## config.mk

```make
export PLATFORM = sky130hd
export DESIGN_NAME = aes256_enc
export DESIGN_NICKNAME = d
export VERILOG_FILES = /design/src/design/aes_pkg.sv /design/src/design/aes_ctrl_pkg.sv /design/src/design/aes_sbox_rom.sv /design/src/design/aes_key_rom.sv /design/src/design/aes_sub_shift.sv /design/src/design/aes_mix_columns.sv /design/src/design/aes_round_ctrl.sv /design/src/design/aes256_enc.sv
export SDC_FILE = /design/constraint.sdc
export NUM_CORES = 1
export LEC_CHECK = 0
export BUFFER_PORTS_ARGS = -buffer_cell sky130_fd_sc_hd__buf_2
export CAP_MARGIN = 10
export CORE_MARGIN = 2
export CORE_UTILIZATION = 30
export CTS_CLUSTER_SIZE = 10
export DETAILED_ROUTE_END_ITERATION = 16
export MAX_ROUTING_LAYER = met4
export PLACE_DENSITY = 0.42
export SYNTH_ARGS = -nofsm -noshare
export SYNTH_HDL_FRONTEND = slang
export SYNTH_HIERARCHICAL = 1
export SYNTH_SLANG_ARGS = --single-unit
```

## constraint.sdc

```tcl
create_clock -name OK_addRK -period 14.2 [get_ports OK_addRK]
set_input_delay 1.42 -clock OK_addRK [delete_from_list [all_inputs] [get_ports OK_addRK]]
set_output_delay 1.42 -clock OK_addRK [all_outputs]
set_load 0.05 [all_outputs]
```

## src/design/aes_sbox.hex

```
// forward AES S-box, 16 bytes per line, address 0x00 first
63 7c 77 7b f2 6b 6f c5 30 01 67 2b fe d7 ab 76
ca 82 c9 7d fa 59 47 f0 ad d4 a2 af 9c a4 72 c0
b7 fd 93 26 36 3f f7 cc 34 a5 e5 f1 71 d8 31 15
04 c7 23 c3 18 96 05 9a 07 12 80 e2 eb 27 b2 75
09 83 2c 1a 1b 6e 5a a0 52 3b d6 b3 29 e3 2f 84
53 d1 00 ed 20 fc b1 5b 6a cb be 39 4a 4c 58 cf
d0 ef aa fb 43 4d 33 85 45 f9 02 7f 50 3c 9f a8
51 a3 40 8f 92 9d 38 f5 bc b6 da 21 10 ff f3 d2
cd 0c 13 ec 5f 97 44 17 c4 a7 7e 3d 64 5d 19 73
60 81 4f dc 22 2a 90 88 46 ee b8 14 de 5e 0b db
e0 32 3a 0a 49 06 24 5c c2 d3 ac 62 91 95 e4 79
e7 c8 37 6d 8d d5 4e a9 6c 56 f4 ea 65 7a ae 08
ba 78 25 2e 1c a6 b4 c6 e8 dd 74 1f 4b bd 8b 8a
70 3e b5 66 48 03 f6 0e 61 35 57 b9 86 c1 1d 9e
e1 f8 98 11 69 d9 8e 94 9b 1e 87 e9 ce 55 28 df
8c a1 89 0d bf e6 42 68 41 99 2d 0f b0 54 bb 16

```

## src/design/aes_round_keys.hex

```
// AES-256 round keys 0 to 14, one 128-bit key per line, key 0 first
000102030405060708090a0b0c0d0e0f
101112131415161718191a1b1c1d1e1f
a573c29fa176c498a97fce93a572c09c
1651a8cd0244beda1a5da4c10640bade
ae87dff00ff11b68a68ed5fb03fc1567
6de1f1486fa54f9275f8eb5373b8518d
c656827fc9a799176f294cec6cd5598b
3de23a75524775e727bf9eb45407cf39
0bdc905fc27b0948ad5245a4c1871c2f
45f5a66017b2d387300d4d33640a820a
7ccff71cbeb4fe5413e6bbf0d261a7df
f01afafee7a82979d7a5644ab3afe640
2541fe719bf500258813bbd55a721c0a
4e5a6699a9f24fe07e572baacdf8cdea
24fc79ccbf0979e9371ac23c6d68de36

```

## src/design/aes_pkg.sv

```systemverilog
//********************************************************************
// cipher-side types and constants for the AES-256 engine
// state bytes follow FIPS-197 column-major order
// byte i sits at row i%4, column i/4, and byte 0 is the MSB
// only the encrypt direction is covered
//********************************************************************
package aes_pkg;

    // AES-256 runs 14 rounds after the initial key add
    localparam int aes_rounds = 14;

    // 4x4 byte state
    localparam int state_bytes = 16;

    // full byte-wide table
    localparam int sbox_depth = 256;

    // x^8 = x^4 + x^3 + x + 1, folded back in by xtime
    localparam logic [7:0] gf_poly = 8'h1b;

    // b[0] is the leftmost byte on the bus (row 0, column 0)
    typedef struct packed {
        logic [0:state_bytes-1][7:0] b;
    } aes_state_t;

    // one 128-bit round key, same byte order as the state
    typedef logic [127:0] round_key_t;

    // round number 0..14, also the key ROM index
    typedef logic [3:0] round_idx_t;

endpackage

```

## src/design/aes_ctrl_pkg.sv

```systemverilog
//********************************************************************
// host-side view of the engine
// one 128-bit bus word, meaning set by the 1-bit address
// only the start bit of the flags word does anything
//********************************************************************
package aes_ctrl_pkg;

    import aes_pkg::*;

    // host address codes
    localparam logic addr_flags = 1'b0;
    localparam logic addr_data  = 1'b1;

    // start sits in bit 0 of the word, the rest is spare
    typedef struct packed {
        logic [126:0] reserved;
        logic         start;
    } ctrl_flags_t;

    // same bus word, read as flags or as a plaintext block
    typedef union packed {
        ctrl_flags_t flags;
        aes_state_t  data;
    } host_word_u;

endpackage

```

## src/design/aes_sbox_rom.sv

```systemverilog
//********************************************************************
// forward S-box table, one read per cycle
// data shows up one clock after the address
// table comes from design/aes_sbox.hex, path taken from the
// directory the simulator is started in
//********************************************************************
module aes_sbox_rom
    import aes_pkg::*;
(
    input  logic       OK_addRK,
    input  logic [7:0] sbox_addr,
    output logic [7:0] sbox_data
);

    logic [7:0] table_mem [0:sbox_depth-1];

    // 16 bytes per line in the hex file
    initial
    begin
        $readmemh("/design/src/design/aes_sbox.hex", table_mem);
    end

    // registered read, maps onto a block RAM
    always_ff @(posedge OK_addRK)
    begin
        sbox_data <= table_mem[sbox_addr];
    end

endmodule

```

## src/design/aes_key_rom.sv

```systemverilog
//********************************************************************
// precomputed AES-256 round keys, 15 entries
// no key expansion on chip; a new key means a new hex file
// design/aes_round_keys.hex, one 128-bit key per line, key 0 first
// index 15 is never used and reads back undefined
//********************************************************************
module aes_key_rom
    import aes_pkg::*;
(
    input  logic       OK_addRK,
    input  round_idx_t key_idx,
    output round_key_t round_key
);

    round_key_t key_mem [0:aes_rounds];

    initial
    begin
        $readmemh("/design/src/design/aes_round_keys.hex", key_mem);
    end

    // one cycle from key_idx to round_key
    // the controller sets the index a full round ahead
    always_ff @(posedge OK_addRK)
    begin
        round_key <= key_mem[key_idx];
    end

endmodule

```

## src/design/aes_sub_shift.sv

```systemverilog
//********************************************************************
// SubBytes and ShiftRows, one byte per clock through the S-box ROM
// sub_done pulses exactly 17 cycles after sub_start
// sub_start must not come again before sub_done
// sub_state holds until the next block is written over it
//********************************************************************
module aes_sub_shift
    import aes_pkg::*;
(
    input  logic       OK_addRK,
    input  logic       resetn,
    input  logic       sub_start,
    input  aes_state_t state,
    input  logic [7:0] sbox_data,
    output logic [7:0] sbox_addr,
    output logic       sub_done,
    output aes_state_t sub_state
);

    // ShiftRows target of a source byte
    // row r moves left by r, so the column drops by r mod 4
    function automatic logic [3:0] shift_dest(input logic [3:0] src);
        logic [1:0] row;
        logic [1:0] col;
        row = src[1:0];
        col = src[3:2] - row;
        return {col, row};
    endfunction

    aes_state_t in_state;
    logic       reading;
    logic [3:0] rd_cnt;
    logic [3:0] issue_idx;
    logic       rd_valid;
    logic [3:0] rd_idx;

    // byte 0 goes straight from the input port, saves a cycle
    assign issue_idx = sub_start ? 4'd0 : rd_cnt;
    assign sbox_addr = sub_start ? state.b[0] : in_state.b[rd_cnt];

    always_ff @(posedge OK_addRK)
    begin
        if (!resetn)
        begin
            reading  <= 1'b0;
            rd_cnt   <= '0;
            rd_valid <= 1'b0;
            rd_idx   <= '0;
            sub_done <= 1'b0;
        end
        else
        begin
            // rd_valid and rd_idx line up with the ROM output
            rd_valid <= sub_start || reading;
            rd_idx   <= issue_idx;
            // last byte lands on the same edge
            sub_done <= rd_valid && (rd_idx == 4'd15);
            if (sub_start)
            begin
                reading <= 1'b1;
                rd_cnt  <= 4'd1;
            end
            else if (reading)
            begin
                rd_cnt <= rd_cnt + 4'd1;
                if (rd_cnt == 4'd15)
                begin
                    reading <= 1'b0;
                end
            end
        end
    end

    // data path, no reset needed
    always_ff @(posedge OK_addRK)
    begin
        if (sub_start)
        begin
            in_state <= state;
        end
        if (rd_valid)
        begin
            sub_state.b[shift_dest(rd_idx)] <= sbox_data;
        end
    end

endmodule

```

## src/design/aes_mix_columns.sv

```systemverilog
//********************************************************************
// MixColumns on all four columns in one registered step
// round must stay stable while sub_done is high
// final round (14) passes the state through, still one cycle
//********************************************************************
module aes_mix_columns
    import aes_pkg::*;
(
    input  logic       OK_addRK,
    input  logic       resetn,
    input  logic       sub_done,
    input  aes_state_t sub_state,
    input  round_idx_t round,
    output logic       mix_done,
    output aes_state_t mix_state
);

    // multiply by x in GF(2^8)
    function automatic logic [7:0] xtime(input logic [7:0] v);
        return {v[6:0], 1'b0} ^ (v[7] ? gf_poly : 8'h00);
    endfunction

    // fixed matrix rows 2 3 1 1, rotated per output row
    function automatic aes_state_t mix_all(input aes_state_t s);
        aes_state_t m;
        logic [7:0] a0;
        logic [7:0] a1;
        logic [7:0] a2;
        logic [7:0] a3;
        for (int c = 0; c < state_bytes / 4; c++)
        begin
            a0 = s.b[4*c];
            a1 = s.b[4*c+1];
            a2 = s.b[4*c+2];
            a3 = s.b[4*c+3];
            // 3*a written as xtime(a) ^ a
            m.b[4*c]   = xtime(a0) ^ xtime(a1) ^ a1 ^ a2 ^ a3;
            m.b[4*c+1] = a0 ^ xtime(a1) ^ xtime(a2) ^ a2 ^ a3;
            m.b[4*c+2] = a0 ^ a1 ^ xtime(a2) ^ xtime(a3) ^ a3;
            m.b[4*c+3] = xtime(a0) ^ a0 ^ a1 ^ a2 ^ xtime(a3);
        end
        return m;
    endfunction

    logic last_round;

    assign last_round = (round == round_idx_t'(aes_rounds));

    always_ff @(posedge OK_addRK)
    begin
        if (!resetn)
        begin
            mix_done <= 1'b0;
        end
        else
        begin
            mix_done <= sub_done;
        end
    end

    // result register
    always_ff @(posedge OK_addRK)
    begin
        if (sub_done)
        begin
            mix_state <= last_round ? sub_state : mix_all(sub_state);
        end
    end

endmodule

```

## src/design/aes_round_ctrl.sv

```systemverilog
//********************************************************************
// host decode, round sequencing and AddRoundKey
// host writes are dropped while an encryption is running
// 2 cycles for round 0, then 19 per round, 268 to done in total
// enc_data and done change together, once per encryption
//********************************************************************
module aes_round_ctrl
    import aes_pkg::*;
    import aes_ctrl_pkg::*;
(
    input  logic        OK_addRK,
    input  logic        resetn,
    input  logic        wr,
    input  logic        addr,
    input  host_word_u  bus_word,
    input  logic        sub_done,
    input  aes_state_t  sub_state,
    input  logic        mix_done,
    input  aes_state_t  mix_state,
    input  round_key_t  round_key,
    output round_idx_t  key_idx,
    output logic        sub_start,
    output aes_state_t  state,
    output round_idx_t  round,
    output aes_state_t  enc_data,
    output logic        done
);

    // key0 waits on the ROM read, add0 does the initial XOR
    typedef enum logic [1:0] {ph_key0, ph_add0, ph_run} phase_t;

    ctrl_flags_t ctrl_reg;
    aes_state_t  plain;
    phase_t      phase;
    logic        busy;
    logic        take_start;
    logic        last_round;
    logic        load_state;
    aes_state_t  ark_in;
    aes_state_t  ark_out;

    // start bit stays set for the whole run
    assign busy       = ctrl_reg.start;
    assign take_start = wr && !busy && (addr == addr_flags) && bus_word.flags.start;
    assign last_round = (round == round_idx_t'(aes_rounds));

    // key for round r is fetched while round r runs
    assign key_idx = round;

    // AddRoundKey
    assign ark_in  = (phase == ph_add0) ? plain : mix_state;
    assign ark_out = aes_state_t'(ark_in ^ round_key);

    assign load_state = busy && ((phase == ph_add0) ||
                                 (phase == ph_run && mix_done && !last_round));

    // sub_done and sub_state are read only by mix_columns
    always_ff @(posedge OK_addRK)
    begin
        if (!resetn)
        begin
            ctrl_reg  <= '0;
            phase     <= ph_key0;
            round     <= '0;
            sub_start <= 1'b0;
            done      <= 1'b0;
            enc_data  <= '0;
        end
        else
        begin
            sub_start <= 1'b0;
            if (take_start)
            begin
                ctrl_reg <= bus_word.flags;
                phase    <= ph_key0;
                round    <= '0;
                done     <= 1'b0;
            end
            else if (busy)
            begin
                case (phase)
                    ph_key0:
                    begin
                        phase <= ph_add0;
                    end
                    ph_add0:
                    begin
                        round     <= round_idx_t'(1);
                        sub_start <= 1'b1;
                        phase     <= ph_run;
                    end
                    ph_run:
                    begin
                        if (mix_done && last_round)
                        begin
                            enc_data       <= ark_out;
                            done           <= 1'b1;
                            ctrl_reg.start <= 1'b0;
                        end
                        else if (mix_done)
                        begin
                            round     <= round + round_idx_t'(1);
                            sub_start <= 1'b1;
                        end
                    end
                    default:
                    begin
                        phase <= ph_key0;
                    end
                endcase
            end
        end
    end

    // plaintext register, idle writes only
    always_ff @(posedge OK_addRK)
    begin
        if (wr && !busy && (addr == addr_data))
        begin
            plain <= bus_word.data;
        end
    end

    // round state fed to sub_shift
    always_ff @(posedge OK_addRK)
    begin
        if (load_state)
        begin
            state <= ark_out;
        end
    end

endmodule

```

## src/design/aes256_enc.sv

```systemverilog
//********************************************************************
// AES-256 encryption engine, one block at a time
// fixed key from the round-key ROM, no key loading
// write plaintext at addr 1, then flags with start at addr 0
// done rises 268 clocks after the start write, with the ciphertext
//********************************************************************
module aes256_enc
    import aes_pkg::*;
    import aes_ctrl_pkg::*;
(
    input  logic       OK_addRK,
    input  logic       resetn,
    input  logic       wr,
    input  logic       addr,
    input  host_word_u bus_word,
    output aes_state_t enc_data,
    output logic       done
);

    // controller to round datapath
    round_idx_t key_idx;
    round_key_t round_key;
    logic       sub_start;
    aes_state_t state;
    round_idx_t round;

    // sub_shift and its ROM
    logic [7:0] sbox_addr;
    logic [7:0] sbox_data;
    logic       sub_done;
    aes_state_t sub_state;

    // mix stage back to the controller
    logic       mix_done;
    aes_state_t mix_state;

    aes_round_ctrl u_round_ctrl (
        .OK_addRK  (OK_addRK),
        .resetn    (resetn),
        .wr        (wr),
        .addr      (addr),
        .bus_word  (bus_word),
        .sub_done  (sub_done),
        .sub_state (sub_state),
        .mix_done  (mix_done),
        .mix_state (mix_state),
        .round_key (round_key),
        .key_idx   (key_idx),
        .sub_start (sub_start),
        .state     (state),
        .round     (round),
        .enc_data  (enc_data),
        .done      (done)
    );

    aes_sub_shift u_sub_shift (
        .OK_addRK  (OK_addRK),
        .resetn    (resetn),
        .sub_start (sub_start),
        .state     (state),
        .sbox_data (sbox_data),
        .sbox_addr (sbox_addr),
        .sub_done  (sub_done),
        .sub_state (sub_state)
    );

    aes_sbox_rom u_sbox_rom (
        .OK_addRK  (OK_addRK),
        .sbox_addr (sbox_addr),
        .sbox_data (sbox_data)
    );

    aes_key_rom u_key_rom (
        .OK_addRK  (OK_addRK),
        .key_idx   (key_idx),
        .round_key (round_key)
    );

    aes_mix_columns u_mix_columns (
        .OK_addRK  (OK_addRK),
        .resetn    (resetn),
        .sub_done  (sub_done),
        .sub_state (sub_state),
        .round     (round),
        .mix_done  (mix_done),
        .mix_state (mix_state)
    );

endmodule

```

# ---- Word-level counts from Yosys, hierarchy flattened
# Index checks and enable logic that the tools add are counted.
dict set report word_totals {
  in_bits 132
  elab_cells 233
  ff_bits 669
}
dict set report op_classes {
  bitwise 87
  n_eq_ne 7
  add_sub_neg 3
  n_mux 37
  n_reduce_logical 19
  magnitude_cmp 2
}
# cell count
set ops {}
lappend ops {{$xor 8x8->8} 80}
lappend ops {{$mux 128} 2}
lappend ops {{$bwmux 128} 1}
lappend ops {{$xor 128x128->128} 1}
lappend ops {{$mux 5} 16}
lappend ops {{$demux 8 s4} 1}
lappend ops {{$eq 4x4->1 const B} 3}
lappend ops {{$mux 1} 11}
lappend ops {{$add 4x1->4 const B} 2}
lappend ops {{$mux 4} 2}
lappend ops {{$mux 8} 1}
lappend ops {{$pmux 4 s2} 1}
lappend ops {{$reduce_and 4->1} 2}
lappend ops {{$logic_and 1x1->1} 7}
lappend ops {{$pmux 2 s3} 1}
lappend ops {{$ge 5x5->1 const B} 1}
lappend ops {{$lt 5x1->1 const B} 1}
lappend ops {{$not 1->1} 5}
lappend ops {{$not 4->5} 1}
lappend ops {{$reduce_bool 2->1} 2}
lappend ops {{$reduce_or 2->1} 2}
lappend ops {{$reduce_and 3->1} 1}
lappend ops {{$reduce_or 3->1} 1}
lappend ops {{$eq 2x1->1 const B} 1}
lappend ops {{other kinds (9)} 9}

# ---- Depth between registers and ports, before layout
dict set report logic_depth {
  word_depth 7
  ltp_mapped 8
  depth_no_buf 5
}

# ---- Cells and area by module
# The synthesis kept the hierarchy.
# module n_inst cells_per_inst seq_area_each_um2 area_per_inst_um2
set modules_own_cells {}
lappend modules_own_cells {aes_round_ctrl 1 1175 10430.0 16012.9}
lappend modules_own_cells {aes_mix_columns 1 764 3863.7 10343.7}
lappend modules_own_cells {aes_sub_shift 1 412 7907.6 9272.6}
lappend modules_own_cells {aes_key_rom 1 129 0.0 964.7}
lappend modules_own_cells {aes_sbox_rom 1 9 0.0 63.8}

# ---- Least setup slack after synthesis
# OpenSTA, ideal clock, no wires.
dict set report synth_timing {
  kind {reg2reg}
  startpoint {register u_round_ctrl.round[0], in the netlist u_round_ctrl/key_idx[0]}
  endpoint {register u_round_ctrl/state[0] (netlist name)}
  path_buffers 2
  path_stages_with_launch 8
  arrival_ns 6.965
  setup_ns 0.631
  slack_ns 6.604
  synth_period_minus_slack_ns 7.596
  path_cell_list {dfxtp_1 > inv_1 > ha_1 > and3_1 > buf_2 > buf_4 > o21ba_2 > nor2b_1}
}
# element line_no
set synth_lines {}
lappend synth_lines {{start, declared} aes_round_ctrl.sv:24} ;# output round_idx_t round,
lappend synth_lines {{start signal, assigned} aes_round_ctrl.sv:88} ;# round <= round_idx_t'(1);
lappend synth_lines {{start signal, assigned} aes_round_ctrl.sv:102} ;# round <= round + round_idx_t'(1);

# ---- Final worst setup path
dict set report layout_timing {
  startpoint {register u_round_ctrl.phase[0]}
  endpoint {register u_round_ctrl/enc_data[7] (netlist name)}
}
dict set report layout_via {
  elab_chain_cells 3
  word_cells_on_any_way 5
}
# element line_no
set layout_rtl {}
lappend layout_rtl {{start, declared} aes_round_ctrl.sv:34} ;# phase_t phase;
lappend layout_rtl {{start signal, assigned} aes_round_ctrl.sv:63} ;# phase <= ph_key0;
lappend layout_rtl {{start signal, assigned} aes_round_ctrl.sv:75} ;# phase <= ph_key0;
lappend layout_rtl {{start signal, assigned} aes_round_ctrl.sv:84} ;# phase <= ph_add0;
lappend layout_rtl {{$eq 2x1->1} aes_round_ctrl.sv:51} ;# assign ark_in = (phase == ph_add0) ? plain : mix_state;
lappend layout_rtl {{$mux 128} aes_round_ctrl.sv:51}
lappend layout_rtl {{$xor 128x128->128} aes_round_ctrl.sv:52} ;# assign ark_out = aes_state_t'(ark_in ^ round_key);
# Several ways; a longest one is shown, not always the timed one.
# A chain may end at the register's enable or synchronous reset.

==> flow_summary.rst <==
.. list-table::
   :header-rows: 1

   * - Metric
     - Value
   * - Series of cell instances along the critical path
     - inv_1 > ha_1 > and3_4 > buf_4 > buf_4 > a21oi_1 > a31o_1
   * - Highest ir drop seen on vdd
     - between 60 and 70 uV
   * - Logic depth of the worst path, buffers included
     - 7
   * - Pin count of the biggest net entering global routing
     - 101
   * - Hold depth
     - 2
   * - Number of filler instances in the final layout
     - 9123
   * - Routed Antenna Nets
     - 0
   * - Portion of the clock cycle consumed by the worst path in the final layout
     - 22.70%
   * - Routability congestion estimate from global placement
     - 0.7688
   * - Wirelength, routed
     - 70300 microns
   * - Area of the die
     - 95640 sq um
   * - Final Hold Violating Endpoints
     - 0
   * - Most frequent cells in the layout
     - 384 x sky130_fd_sc_hd__edfxtp_1, 259 x sky130_fd_sc_hd__buf_2, 258 x sky130_fd_sc_hd__nand2_1, 216 x sky130_fd_sc_hd__xnor2_1, 148 x sky130_fd_sc_hd__dfxtp_1
   * - CTS clk-pin slew, worst paths
     - 0.05 ns
   * - Clock tree root driver cell
     - sky130_fd_sc_hd__clkbuf_16
   * - Vias after detailed routing
     - 15.87k
   * - Initial core utilization
     - ~30%
   * - Stage delay of the slowest cell on the critical path
     - 0.66 ns
   * - Number of buffers created by CTS
     - 71
   * - Final sum of negative setup slack
     - 0 ns
   * - Post-CTS Setup Inserts
     - 0
   * - Clock tree from TritonCTS
     - yes
   * - Fraction of layout cells with a size suffix above 1
     - 17.53%
   * - Highest attainable clock frequency
     - 310.2 MHz
   * - Kind of end point of the critical path
     - flop
   * - Reg-to-reg setup timing slack
     - 10.98 ns
   * - Number of pins exceeding their max-slew limit in the final report
     - 0
   * - Count of unresolved DRC violations after routing
     - 0
   * - Bufs and invs on worst path
     - 3
   * - First-pass DRT Iterations
     - 5
   * - Wire length of the first global-routing pass
     - around 100000 microns
   * - Remaining max-slew budget at the tightest pin
     - 23.72%
   * - Actual transition at the worst max-transition pin
     - 1.140 ns
   * - Cell mode on critical path
     - sky130_fd_sc_hd__buf_4
   * - Maximum clock insertion buffer count
     - 3
   * - Clock tree skew after final layout
     - 0.01701 ns
   * - Chip height
     - 309.3 microns
   * - Comb pwr share
     - approximately 3.4%
   * - Switching share of power
     - about 21%
   * - Max-cap violations
     - 0
   * - Part of the power in registers
     - 48.1%
   * - Pwr/cell area
     - 110.4 nW/um^2
   * - Hold endpoint
     - u_sub_shift/sub_done$_SDFF_PN0_
   * - Design internal power
     - about 0.0028 W
   * - Setup violation total in the final timing report
     - 0
   * - Maximum fanout along the worst path
     - 55
   * - Count of mapped cells out of synthesis
     - 2150
   * - Worst-case setup margin in the final layout
     - 10.98 ns
   * - DP HPWL
     - 46140 microns
   * - Critical setup path kind
     - reg -> reg
   * - Nets
     - 2466
   * - Setup repair after global routing missed its margin
     - false
   * - Total congestion overflow
     - 0
   * - Worst min-delay path class
     - reg -> reg
   * - Number of clock sinks seen by CTS
     - between 500 and 600
   * - Num rows
     - around 110
   * - Worst-case reg-to-reg path depth
     - 7
   * - Required time of the critical path
     - about 15 ns
   * - Final Non-Filler Cells
     - roughly 3.6k
   * - Beginning of the worst hold path
     - u_sub_shift/rd_idx[2]$_SDFF_PP0_
   * - Master of the slowest instance on the critical path
     - sky130_fd_sc_hd__and3_4
   * - Io pins
     - between 200 and 300
   * - Vias in the first global route
     - 16.31k
   * - Arrival time reported for the critical path endpoint
     - roughly 3.7 ns
   * - CP delay by family, top
     - buffers and inverters
   * - Time the final worst path needs with I/O delays and setup
     - about 3.2 ns
   * - Latest clock arrival within the worst-skew pair
     - around 0.60 ns
   * - Average wire per standard cell
     - between 15 and 20 microns
   * - Number of gates resized after CTS
     - 0
   * - Mean instance size in the synthesized netlist
     - between 10 and 15 sq um
   * - Terminus of the critical flop-to-flop path
     - u_round_ctrl/enc_data[7]$_SDFFE_PN0P_
   * - PortBufs
     - 260
   * - Number of placed cells counting well taps
     - 3496
   * - Power share of the clock group
     - slightly below 50%
   * - Static Leakage
     - 12.26 nW
   * - Layout overhead on the synthesized area
     - 13.70%
   * - Result of the run
     - completed
   * - Antenna violations before repair
     - 3
   * - Commonest non-fill, non-tap cell in the layout
     - sky130_fd_sc_hd__edfxtp_1
   * - Count of hold-fix buffers inserted at cts
     - 0
   * - Switch Pwr
     - around 0.00075 W
   * - Average vias per placed instance
     - 4.373
   * - Area of the mapped netlist
     - 27960 sq um
   * - Critical Path Source Type
     - flop
   * - Placement Setup Slack
     - roughly 11 ns
   * - Standard cell core area
     - 91940 sq um
   * - Yosys Warn Count
     - 6
   * - Start of the worst register-to-register path
     - u_round_ctrl/phase[0]$_SDFFE_PP0P_
   * - H-tree depth
     - 3
   * - Iteration-0 DRC count of the detailed router
     - 1032
   * - Die Width
     - about 300 microns
   * - Total routing resource utilization after global routing
     - ~15%
metrics by stage:
step	power [W]	hold WS [ns]	area [sq um]	util (%)
floorplan	0.001826	0.4220	28460	-
global placement	0.001834	0.4310	29550	32.14
detailed placement	0.001834	0.4408	29550	32.14
CTS	0.003572	0.4543	31750	34.54
global route	0.003645	0.4783	31780	34.57
finish	0.003508	0.4502	31790	34.57
power by group through the flow:
| stage | sequential [W] | clock [W] | combinational [W] |
|---|---|---|---|
| CTS | 0.00169 | 0.00177 | 0.000116 |
| detailed placement | 0.00172 | 0 | 0.000115 |
| floorplan | 0.00172 | 0 | 0.000107 |
| global placement | 0.00172 | 0 | 0.000114 |
| finish | 0.00169 | 0.00170 | 0.000118 |
| global route | 0.00169 | 0.00183 | 0.000132 |
state kept, by name, indices dropped and copies added, names as in the netlist, 2 cells and up:
register,cells
u_round_ctrl/phase,2
u_mix_columns/mix_state,128
u_sub_shift/rd_idx,4
u_round_ctrl/key_idx,4
u_sub_shift/sub_state,128
u_round_ctrl/plain,128
u_round_ctrl/enc_data,128
u_sub_shift/rd_cnt,4
area by class of cell:
class | instances | area [sq um] | area share [%]
clock buffers | 109 | 2042 | 6.424
inverters | 7 | 26.28 | 0.08266
flip-flops and latches | 533 | 14520 | 45.67
diodes | 2 | 5.005 | 0.01574
clock inverters | 21 | 165.2 | 0.5196
repair buffers | 281 | 1489 | 4.684
well taps | 1243 | 1555 | 4.893
multi-input cells | 1433 | 11990 | 37.71
worst max-delay path by stage:
stage / from / slack, ns / end
global route: u_round_ctrl/phase[0]$_SDFFE_PP0P_ / 10.77 / u_round_ctrl/enc_data[10]$_SDFFE_PN0P_
CTS: u_round_ctrl/key_idx[1]$_SDFFE_PP0P_ / 10.65 / u_round_ctrl/enc_data[69]$_SDFFE_PN0P_
detailed placement: u_round_ctrl/key_idx[1]$_SDFFE_PP0P_ / 10.68 / u_round_ctrl/enc_data[76]$_SDFFE_PN0P_
finish: u_round_ctrl/phase[0]$_SDFFE_PP0P_ / 10.98 / u_round_ctrl/enc_data[7]$_SDFFE_PN0P_
global placement: wr / 10.67 / u_round_ctrl/plain[40]$_DFFE_PP_
floorplan: addr / 6.73 / u_round_ctrl/plain[0]$_DFFE_PP_
metal layers:
layer  up-vias  track usage (%)  share of wire, %
met5         -                -                 0
met4         0            4.267               2.1
met3        95            2.609               4.5
met2       338            23.47                47
met1      7722            19.93                47
li1       7713                -                 -
worst reg2reg max path, delay by kind of cell, from the launching register on:
family | cells | cell delay [ns]
fa+ha+maj | 1 | 0.30
flops | 1 | 0.34
simple gates | 1 | 0.66
buf+inv | 3 | 1.33
compound gates | 2 | 0.49
Power figures use the tool's default switching activity.
